$ cat config.mk
export PLATFORM = sky130hd
export DESIGN_NAME = dcache_top
export DESIGN_NICKNAME = d
export VERILOG_FILES = /design/src/design/dcache_pkg.sv /design/src/design/dcache_bus_pkg.sv /design/src/design/dcache_array.sv /design/src/design/dcache_ctrl.sv /design/src/design/dcache_top.sv
export VERILOG_INCLUDE_DIRS = /design/src /design/src/design
export SDC_FILE = /design/constraint.sdc
export NUM_CORES = 2
export LEC_CHECK = 0
export BUFFER_PORTS_ARGS = -buffer_cell sky130_fd_sc_hd__buf_2
export CAP_MARGIN = 15
export CORE_ASPECT_RATIO = 1.5
export CORE_MARGIN = 2
export CORE_UTILIZATION = 55
export CTS_CLUSTER_DIAMETER = 80
export DETAILED_ROUTE_END_ITERATION = 12
export GPL_TIMING_DRIVEN = 1
export PLACE_DENSITY = 0.73
export SLEW_MARGIN = 5
export SYNTH_ARGS = -nofsm -noshare
export SYNTH_HDL_FRONTEND = slang
export SYNTH_SLANG_ARGS = --single-unit
export TNS_END_PERCENT = 5
$ cat constraint.sdc
create_clock -name CLK -period 12 [get_ports CLK]
set_input_delay 2.4 -clock CLK [delete_from_list [all_inputs] [get_ports CLK]]
set_output_delay 2.4 -clock CLK [all_outputs]
set_load 0.01 [all_outputs]
$ cat src/design/dcache_config.svh
`ifndef DCACHE_CONFIG_SVH
`define DCACHE_CONFIG_SVH

// byte address width seen by the processor and memory
`define DCACHE_ADDR_W 32

// one data word
`define DCACHE_WORD_W 32

// tag covers address bits 31 down to 6
`define DCACHE_TAG_W 26

// set index covers address bits 5 down to 3
`define DCACHE_INDEX_W 3

// number of sets in each way
`define DCACHE_SETS 8

// flush walks all of way 0 and then all of way 1
`define DCACHE_FLUSH_SLOTS 16

`endif

$ cat src/design/dcache_pkg.sv
`default_nettype none

`include "dcache_config.svh"

package dcache_pkg;

   typedef logic [`DCACHE_WORD_W-1:0] word_t;
   typedef logic [`DCACHE_TAG_W-1:0] tag_t;
   typedef logic [`DCACHE_INDEX_W-1:0] index_t;

   // byte address split into cache fields, msb first
   typedef struct packed {
      tag_t       tag;
      index_t     index;
      logic       wsel;
      logic [1:0] boff;
   } addr_fields_t;

   // one way's block as seen outside the storage
   typedef struct packed {
      tag_t  tag;
      word_t word0;
      word_t word1;
      logic  valid;
      logic  dirty;
   } block_t;

   // controller states
   // WB1/WB2 evict a dirty victim, READ1/READ2 refill
   // SCAN/FLUSH1/FLUSH2 walk the cache on halt
   typedef enum logic [3:0] {
      IDLE, WB1, WB2, READ1, READ2, SCAN, FLUSH1, FLUSH2, HALT
   } ctrl_state_t;

endpackage

`default_nettype wire

$ cat src/design/dcache_bus_pkg.sv
`default_nettype none

`include "dcache_config.svh"

package dcache_bus_pkg;

   // processor request, held as levels until hit
   typedef struct packed {
      logic                     ren;
      logic                     wen;
      logic [`DCACHE_ADDR_W-1:0] addr;
      logic [`DCACHE_WORD_W-1:0] store;
   } cpu_req_t;

   // hit strobe with read data
   typedef struct packed {
      logic                     hit;
      logic [`DCACHE_WORD_W-1:0] load;
   } cpu_rsp_t;

   // memory request, held until wait drops
   typedef struct packed {
      logic                     ren;
      logic                     wen;
      logic [`DCACHE_ADDR_W-1:0] addr;
      logic [`DCACHE_WORD_W-1:0] store;
   } mem_req_t;

endpackage

`default_nettype wire

$ cat src/design/dcache_array.sv
`default_nettype none
`timescale 1ns/1ps

`include "dcache_config.svh"

module dcache_array
   import dcache_pkg::*;
(
   input  logic       CLK,
   input  logic       nRST,
   // lookup for the pending processor request
   input  index_t     lookup_index,
   input  tag_t       lookup_tag,
   // flush slot, top bit picks the way
   input  logic [3:0] scan_slot,
   // single block write port
   input  logic       wr_en,
   input  logic       wr_way,
   input  index_t     wr_index,
   input  block_t     wr_block,
   // replacement bit update
   input  logic       lru_en,
   input  index_t     lru_index,
   input  logic       lru_next,
   output logic       hit,
   output logic       hit_way,
   output block_t     hit_block,
   output logic       victim_way,
   output block_t     victim_block,
   output block_t     scan_block
);

   // tag and data storage, two ways of eight sets
   tag_t  tag_mem   [2][`DCACHE_SETS];
   word_t word0_mem [2][`DCACHE_SETS];
   word_t word1_mem [2][`DCACHE_SETS];

   // valid and dirty flags per way, one bit per set
   logic [`DCACHE_SETS-1:0] valid_q [2];
   logic [`DCACHE_SETS-1:0] dirty_q [2];

   // way to replace next, one bit per set
   logic [`DCACHE_SETS-1:0] lru_q;

   logic way0_match;
   logic way1_match;

   // gather one way's entry into a block
   function automatic block_t read_block(input logic way, input index_t index);
      block_t blk;
      blk.tag   = tag_mem[way][index];
      blk.word0 = word0_mem[way][index];
      blk.word1 = word1_mem[way][index];
      blk.valid = valid_q[way][index];
      blk.dirty = dirty_q[way][index];
      return blk;
   endfunction

   // tag and data writes
   always_ff @(posedge CLK)
   begin
      if (wr_en)
      begin
         tag_mem[wr_way][wr_index]   <= wr_block.tag;
         word0_mem[wr_way][wr_index] <= wr_block.word0;
         word1_mem[wr_way][wr_index] <= wr_block.word1;
      end
   end

   // valid, dirty and replacement bits
   always_ff @(posedge CLK or negedge nRST)
   begin
      if (!nRST)
      begin
         valid_q <= '{default: '0};
         dirty_q <= '{default: '0};
         lru_q   <= '0;
      end
      else
      begin
         if (wr_en)
         begin
            valid_q[wr_way][wr_index] <= wr_block.valid;
            dirty_q[wr_way][wr_index] <= wr_block.dirty;
         end
         // hit or refill points the set at the other way
         if (lru_en)
            lru_q[lru_index] <= lru_next;
      end
   end

   // lookups are purely combinational
   always_comb
   begin
      // a way matches only with a valid tag
      way0_match = valid_q[0][lookup_index] && (tag_mem[0][lookup_index] == lookup_tag);
      way1_match = valid_q[1][lookup_index] && (tag_mem[1][lookup_index] == lookup_tag);
      hit        = way0_match | way1_match;
      // way 1 only when it alone matches
      hit_way    = way1_match & ~way0_match;
      hit_block  = read_block(hit_way, lookup_index);

      // victim follows the replacement bit
      victim_way   = lru_q[lookup_index];
      victim_block = read_block(victim_way, lookup_index);

      // flush slot 0..7 is way 0, 8..15 is way 1
      scan_block = read_block(scan_slot[`DCACHE_INDEX_W],
                              scan_slot[`DCACHE_INDEX_W-1:0]);
   end

endmodule

`default_nettype wire

$ cat src/design/dcache_ctrl.sv
`default_nettype none
`timescale 1ns/1ps

`include "dcache_config.svh"

module dcache_ctrl
   import dcache_pkg::*;
   import dcache_bus_pkg::*;
(
   input  logic       CLK,
   input  logic       nRST,
   // processor side
   input  cpu_req_t   cpu_req,
   input  logic       halt,
   // memory side
   input  word_t      mem_load,
   input  logic       mem_wait,
   // lookup results from the array
   input  logic       hit,
   input  logic       hit_way,
   input  block_t     hit_block,
   input  logic       victim_way,
   input  block_t     victim_block,
   input  block_t     scan_block,
   output cpu_rsp_t   cpu_rsp,
   output logic       flushed,
   output mem_req_t   mem_req,
   // array control
   output index_t     lookup_index,
   output tag_t       lookup_tag,
   output logic [3:0] scan_slot,
   output logic       wr_en,
   output logic       wr_way,
   output index_t     wr_index,
   output block_t     wr_block,
   output logic       lru_en,
   output index_t     lru_index,
   output logic       lru_next
);

   // one extra bit marks the end of the walk
   localparam int SLOT_CNT_W = $clog2(`DCACHE_FLUSH_SLOTS) + 1;

   ctrl_state_t state_q;
   ctrl_state_t state_d;

   logic [SLOT_CNT_W-1:0] slot_q;
   logic [SLOT_CNT_W-1:0] slot_d;

   // first refill word, held until the second arrives
   word_t refill_w0_q;

   addr_fields_t req_f;
   logic         req_any;
   logic         word_done;
   logic         scan_dirty;

   // memory address of one word of a block
   function automatic logic [`DCACHE_ADDR_W-1:0] block_addr(
      input tag_t   tag,
      input index_t index,
      input logic   wsel
   );
      addr_fields_t f;
      f.tag   = tag;
      f.index = index;
      f.wsel  = wsel;
      f.boff  = 2'b00;
      return f;
   endfunction

   assign req_f        = cpu_req.addr;
   assign lookup_index = req_f.index;
   assign lookup_tag   = req_f.tag;
   assign req_any      = cpu_req.ren | cpu_req.wen;
   // a word moves once wait is low
   assign word_done    = ~mem_wait;
   assign scan_slot    = slot_q[3:0];
   assign scan_dirty   = scan_block.valid & scan_block.dirty;
   // level stays up until reset
   assign flushed      = (state_q == HALT);

   always_ff @(posedge CLK or negedge nRST)
   begin
      if (!nRST)
      begin
         state_q <= IDLE;
         slot_q  <= '0;
      end
      else
      begin
         state_q <= state_d;
         slot_q  <= slot_d;
      end
   end

   always_ff @(posedge CLK)
   begin
      if (state_q == READ1 && word_done)
         refill_w0_q <= mem_load;
   end

   always_comb
   begin
      state_d = state_q;
      slot_d  = slot_q;

      // read data always follows the hit block
      cpu_rsp.hit  = 1'b0;
      cpu_rsp.load = req_f.wsel ? hit_block.word1 : hit_block.word0;

      mem_req = '0;

      // write port defaults to the hitting block
      wr_en    = 1'b0;
      wr_way   = hit_way;
      wr_index = lookup_index;
      wr_block = hit_block;

      lru_en    = 1'b0;
      lru_index = lookup_index;
      lru_next  = ~hit_way;

      case (state_q)
         IDLE:
         begin
            // halt wins over any pending request
            if (halt)
            begin
               slot_d  = '0;
               state_d = SCAN;
            end
            else if (req_any && hit)
            begin
               cpu_rsp.hit = 1'b1;
               lru_en      = 1'b1;
               // write hit merges the store word and marks dirty
               if (cpu_req.wen)
               begin
                  wr_en          = 1'b1;
                  wr_block.dirty = 1'b1;
                  if (req_f.wsel)
                     wr_block.word1 = cpu_req.store;
                  else
                     wr_block.word0 = cpu_req.store;
               end
            end
            else if (req_any)
            begin
               // dirty victim goes back to memory first
               if (victim_block.valid && victim_block.dirty)
                  state_d = WB1;
               else
                  state_d = READ1;
            end
         end
         WB1:
         begin
            mem_req.wen   = 1'b1;
            mem_req.addr  = block_addr(victim_block.tag, lookup_index, 1'b0);
            mem_req.store = victim_block.word0;
            if (word_done)
               state_d = WB2;
         end
         WB2:
         begin
            mem_req.wen   = 1'b1;
            mem_req.addr  = block_addr(victim_block.tag, lookup_index, 1'b1);
            mem_req.store = victim_block.word1;
            if (word_done)
               state_d = READ1;
         end
         READ1:
         begin
            mem_req.ren  = 1'b1;
            mem_req.addr = block_addr(lookup_tag, lookup_index, 1'b0);
            if (word_done)
               state_d = READ2;
         end
         READ2:
         begin
            mem_req.ren  = 1'b1;
            mem_req.addr = block_addr(lookup_tag, lookup_index, 1'b1);
            if (word_done)
            begin
               // install the whole block over the victim
               wr_en          = 1'b1;
               wr_way         = victim_way;
               wr_block.tag   = lookup_tag;
               wr_block.word0 = refill_w0_q;
               wr_block.word1 = mem_load;
               wr_block.valid = 1'b1;
               // dirty already when the held request is a store
               wr_block.dirty = cpu_req.wen;
               lru_en         = 1'b1;
               lru_next       = ~victim_way;
               // request then hits back in IDLE
               state_d        = IDLE;
            end
         end
         SCAN:
         begin
            // one slot per cycle
            if (slot_q == SLOT_CNT_W'(`DCACHE_FLUSH_SLOTS))
               state_d = HALT;
            else if (scan_dirty)
               state_d = FLUSH1;
            else
               slot_d = slot_q + 1'b1;
         end
         FLUSH1:
         begin
            mem_req.wen   = 1'b1;
            mem_req.addr  = block_addr(scan_block.tag, slot_q[`DCACHE_INDEX_W-1:0], 1'b0);
            mem_req.store = scan_block.word0;
            if (word_done)
               state_d = FLUSH2;
         end
         FLUSH2:
         begin
            mem_req.wen   = 1'b1;
            mem_req.addr  = block_addr(scan_block.tag, slot_q[`DCACHE_INDEX_W-1:0], 1'b1);
            mem_req.store = scan_block.word1;
            if (word_done)
            begin
               // block is clean once both words are out
               wr_en          = 1'b1;
               wr_way         = slot_q[`DCACHE_INDEX_W];
               wr_index       = slot_q[`DCACHE_INDEX_W-1:0];
               wr_block       = scan_block;
               wr_block.dirty = 1'b0;
               slot_d         = slot_q + 1'b1;
               state_d        = SCAN;
            end
         end
         HALT:
         begin
            // parked until reset
            state_d = HALT;
         end
         default:
         begin
            state_d = IDLE;
         end
      endcase
   end

endmodule

`default_nettype wire

$ cat src/design/dcache_top.sv
`default_nettype none
`timescale 1ns/1ps

module dcache_top
   import dcache_pkg::*;
   import dcache_bus_pkg::*;
(
   input  logic     CLK,
   input  logic     nRST,
   // processor side
   input  cpu_req_t cpu_req,
   input  logic     halt,
   output cpu_rsp_t cpu_rsp,
   output logic     flushed,
   // memory side
   input  word_t    mem_load,
   input  logic     mem_wait,
   output mem_req_t mem_req
);

   // lookup path
   index_t     lookup_index;
   tag_t       lookup_tag;
   logic       hit;
   logic       hit_way;
   block_t     hit_block;
   logic       victim_way;
   block_t     victim_block;

   // flush walk
   logic [3:0] scan_slot;
   block_t     scan_block;

   // array updates
   logic       wr_en;
   logic       wr_way;
   index_t     wr_index;
   block_t     wr_block;
   logic       lru_en;
   index_t     lru_index;
   logic       lru_next;

   // port names match the nets above
   dcache_ctrl u_ctrl (.*);

   dcache_array u_array (.*);

endmodule

`default_nettype wire

==> summary.md <==
| Metric | Value |
|---|---|
| Starting Density | `0.553` |
| CP Class | `primary input to output port` |
| Final Util | `0.609` |
| Area grow syn2layout | `10.0%` |
| # clock sinks | `1521` |
| Post-route DRC | `0` |
| Initial antenna violation count | `48` |
| Dominant synthesized flop cell | `edfxtp_1` |
| Maximum clock frequency | `90.9 MHz` |
| Clk_lat worst skew | `roughly 0.84 ns` |
| Hold Path Class | `flop to flop` |
| Syn avg cell area | `14.5 sq um` |
| Max-cap violation count | `0` |
| Placed wire-length estimate | `between 150000 and 200000 microns` |
| Top cells by area, synth | `edfxtp_1 53%, mux4_2 21%, mux2i_1 4.0%` |
| Lkg Pwr | `between 20 and 30 nW` |
| Post-CTS Hold Buffers | `0` |
| Routed WL per cell | `between 30 and 40 microns` |
| Height of the die | `482 microns` |
| Hold path depth | `1` |
| Post-synthesis cell type count | `82` |
| Number of synthesized flops with an enable pin | `1472` |
| Synth top area share | `0.527` |
| CP Capture Type | `output port` |
| R2r startpoint | `u_array.tag_mem[0][6]` |
| TritonCTS clock tree | `built` |
| Most frequent cells in the layout | `1472 x edfxtp_1, 774 x mux4_2, 601 x nand2_1` |
| Synthesized area | `0.0838 sq mm` |
| Worst Hold End | `u_array.dirty_q[7]` |
| Final instance area | `0.0922 sq mm` |
| Global-route wire length before repair | `425000 microns` |
| Gr usage total | `0.383` |
| Minimum clock period | `11.00 ns` |
| Port-buffer cells | `197` |
| Die area | `approximately 0.16 sq mm` |
| Crit start category | `primary input` |
| Sequential share of the synthesized area | `0.542` |
| Share of layout cells above drive strength 1 | `0.268` |
| Clock root cell | `clkbuf_16` |
| Rows | `175` |
| Final Non-Filler Cells | `7972` |
| Dpl cells | `7679` |
| Via count of the routed design | `62928` |
| Post-route ant nets | `0` |
| Gr ovfl total | `0` |
| Pwr/cell area | `190 mW/mm^2` |
| Dpl cell area | `0.0872 sq mm` |
| Number of gates resized after CTS | `0` |
| Hold_sp | `u_array.dirty_q[7]` |
| Hold_ws | `0.538 ns` |
| I/O Pins | `202` |
| Die width | `323 microns` |
| Setup bufs post-CTS | `0` |
| Htree depth | `4` |
| Via density | `7.89` |
| Most common cell after layout, fill and taps aside | `edfxtp_1` |
| Largest net degree at the start of global routing | `roughly 140` |
| Pwr Total | `17.5 mW` |
| Reg2Reg Depth | `11` |
| Post-Syn Instances | `between 5000 and 6000` |
| Final WL | `300000 microns` |
| Worst-Margin Slew | `1.36 ns` |
| Max Root-Sink Buffers | `3` |
| Crit Path Max Fanout | `62` |
| Leading area contributor after synthesis | `edfxtp_1` |
| Max-slew headroom | `0.0953` |
| Syn. warnings | `0` |
| Max Slew Vio Count | `0` |
| Final Skew | `0.0425 ns` |
| Yosys reg bits | `1521` |
| Inserted Clock Buffers | `150` |
| Final setup vio count | `0` |
| Core ar. | `approximately 0.15 sq mm` |
| RSZ-0062 raised after global routing | `no` |
| Initial DRC count | `about 11000` |
| Register clock-pin slew on the reported worst setup and hold paths | `0.06 ns` |
| Fin crit share | `0.917` |
| Post-synth ARST share | `0.0322` |
| CP Data Required Time | `9.60 ns` |
| Final GP Congestion | `0.919` |
| Hold violation total from the final report | `0` |
| # nets final | `about 5900` |
| Pre-antenna DRT Iters | `11` |
| FF-to-FF setup slack | `4.86 ns` |
| Number of global-route vias before repair | `61840` |
| Worst Path Arrival | `8.60 ns` |
| VDD IR-drop max | `approximately 0.18 mV` |
| R2r endpoint | `u_array.tag_mem[0][58]` |
| Status | `completed` |
[registers in the layout, summed over array words and instances, names as in the netlist]
register / count
u_array.word0_mem: 512
u_array.lru_q: 8
u_ctrl.state_q: 4
u_array.word1_mem: 512
u_array.tag_mem: 416
u_ctrl.refill_w0_q: 32
u_array.valid_q: 16
u_array.dirty_q: 16
u_ctrl.slot_q: 5
[per-stage QoR]
| step | setup TNS, ns | setup WS, ns |
|---|---|---|
| 2_1_floorplan | -270.35 | -0.844 |
| 3_3_place_gp | 0 | 1.26 |
| 3_5_place_dp | 0 | 1.21 |
| 4_1_cts | 0 | 1.19 |
| 5_1_grt | 0 | 0.777 |
| 6_report | 0 | 0.996 |
[routing by layer]
metal / part of all wire / up-vias / wire [microns] / global-route usage
met5: 0.0015 / - / 445 / 0
met4: 0.078 / 66 / 23400 / 0.254
met3: 0.16 / 1600 / 48600 / 0.132
met2: 0.45 / 6263 / 134000 / 0.574
met1: 0.31 / 31092 / 93100 / 0.473
li1: - / 23907 / - / -
[final cells by class]
cell class / instances / area, sq um
Fill cell: 11164 / 59300
Sequential cell: 1521 / 45400
Multi-Input combinational cell: 3741 / 36400
Clock buffer: 190 / 4110
Timing Repair Buffer: 369 / 2760
Tap cell: 2035 / 2550
Clock inverter: 83 / 872
Inverter: 15 / 68.8
Antenna cell: 18 / 45.0
[critical path, cell delays in order]
cell and delay [ns]:
buf_6 0.64, buf_4 0.64, or2_2 0.31, o221ai_1 0.14, a211oi_1 0.60, nand3_1 0.23
or4_1 0.56, or4_4 0.78, buf_4 0.47, a21boi_0 0.25, a211oi_1 0.07, nor4_1 0.55
nand2_1 0.12, o22ai_1 0.47, buf_2 0.23
[power by group]
| group | switching, mW | internal (mW) | leakage, nW |
|---|---|---|---|
| combinational | 3.75 | 1.93 | 12.0 |
| clock | 2.08 | 2.77 | 2.42 |
| sequential | 0.163 | 6.82 | 13.9 |
[cell usage after synthesis (36+ instances only)]
master,n
buf_1,102
clkbuf_1,333
edfxtp_1,1472
a32oi_1,44
buf_2,36
mux2i_1,335
nand3_1,317
nand4_1,117
nand2_1,605
a22oi_1,168
a221oi_1,50
nor2_1,217
a21oi_1,73
dfrtp_1,49
a31oi_1,128
mux4_2,774
o22ai_1,112
nor3_1,38
o21ai_0,194
mux2_2,128
[worst max path at each step]
| stage | start | cells past startpoint | slack [ns] | endpoint |
|---|---|---|---|---|
| 6_report | cpu_req[36] | 15 | 1.0 | cpu_rsp[6] |
| 5_1_grt | cpu_req[35] | 16 | 0.78 | cpu_rsp[6] |
| 4_1_cts | cpu_req[35] | 17 | 1.19 | cpu_rsp[8] |
| 3_5_place_dp | cpu_req[35] | 17 | 1.21 | cpu_rsp[8] |
| 3_3_place_gp | cpu_req[35] | 14 | 1.26 | cpu_rsp[6] |
| 2_1_floorplan | cpu_req[36] | 15 | -0.84 | u_array.dirty_q[0] |
[logic make-up after synthesis]
group / after synthesis / share of synthesized area
DFF: 1521 / 0.542
and+or+nand+nor: 1478 / 0.0817
muxes: 1238 / 0.265
AOI/OAI and AO/OA: 999 / 0.0801
buffers and inverters: 533 / 0.0282
xor gates and xnor gates: 22 / 0.00248
adders and majority gates: 2 / 0.000298
other: 1 / 0.0000447
Note: power is estimated with default switching activity, not from simulation.
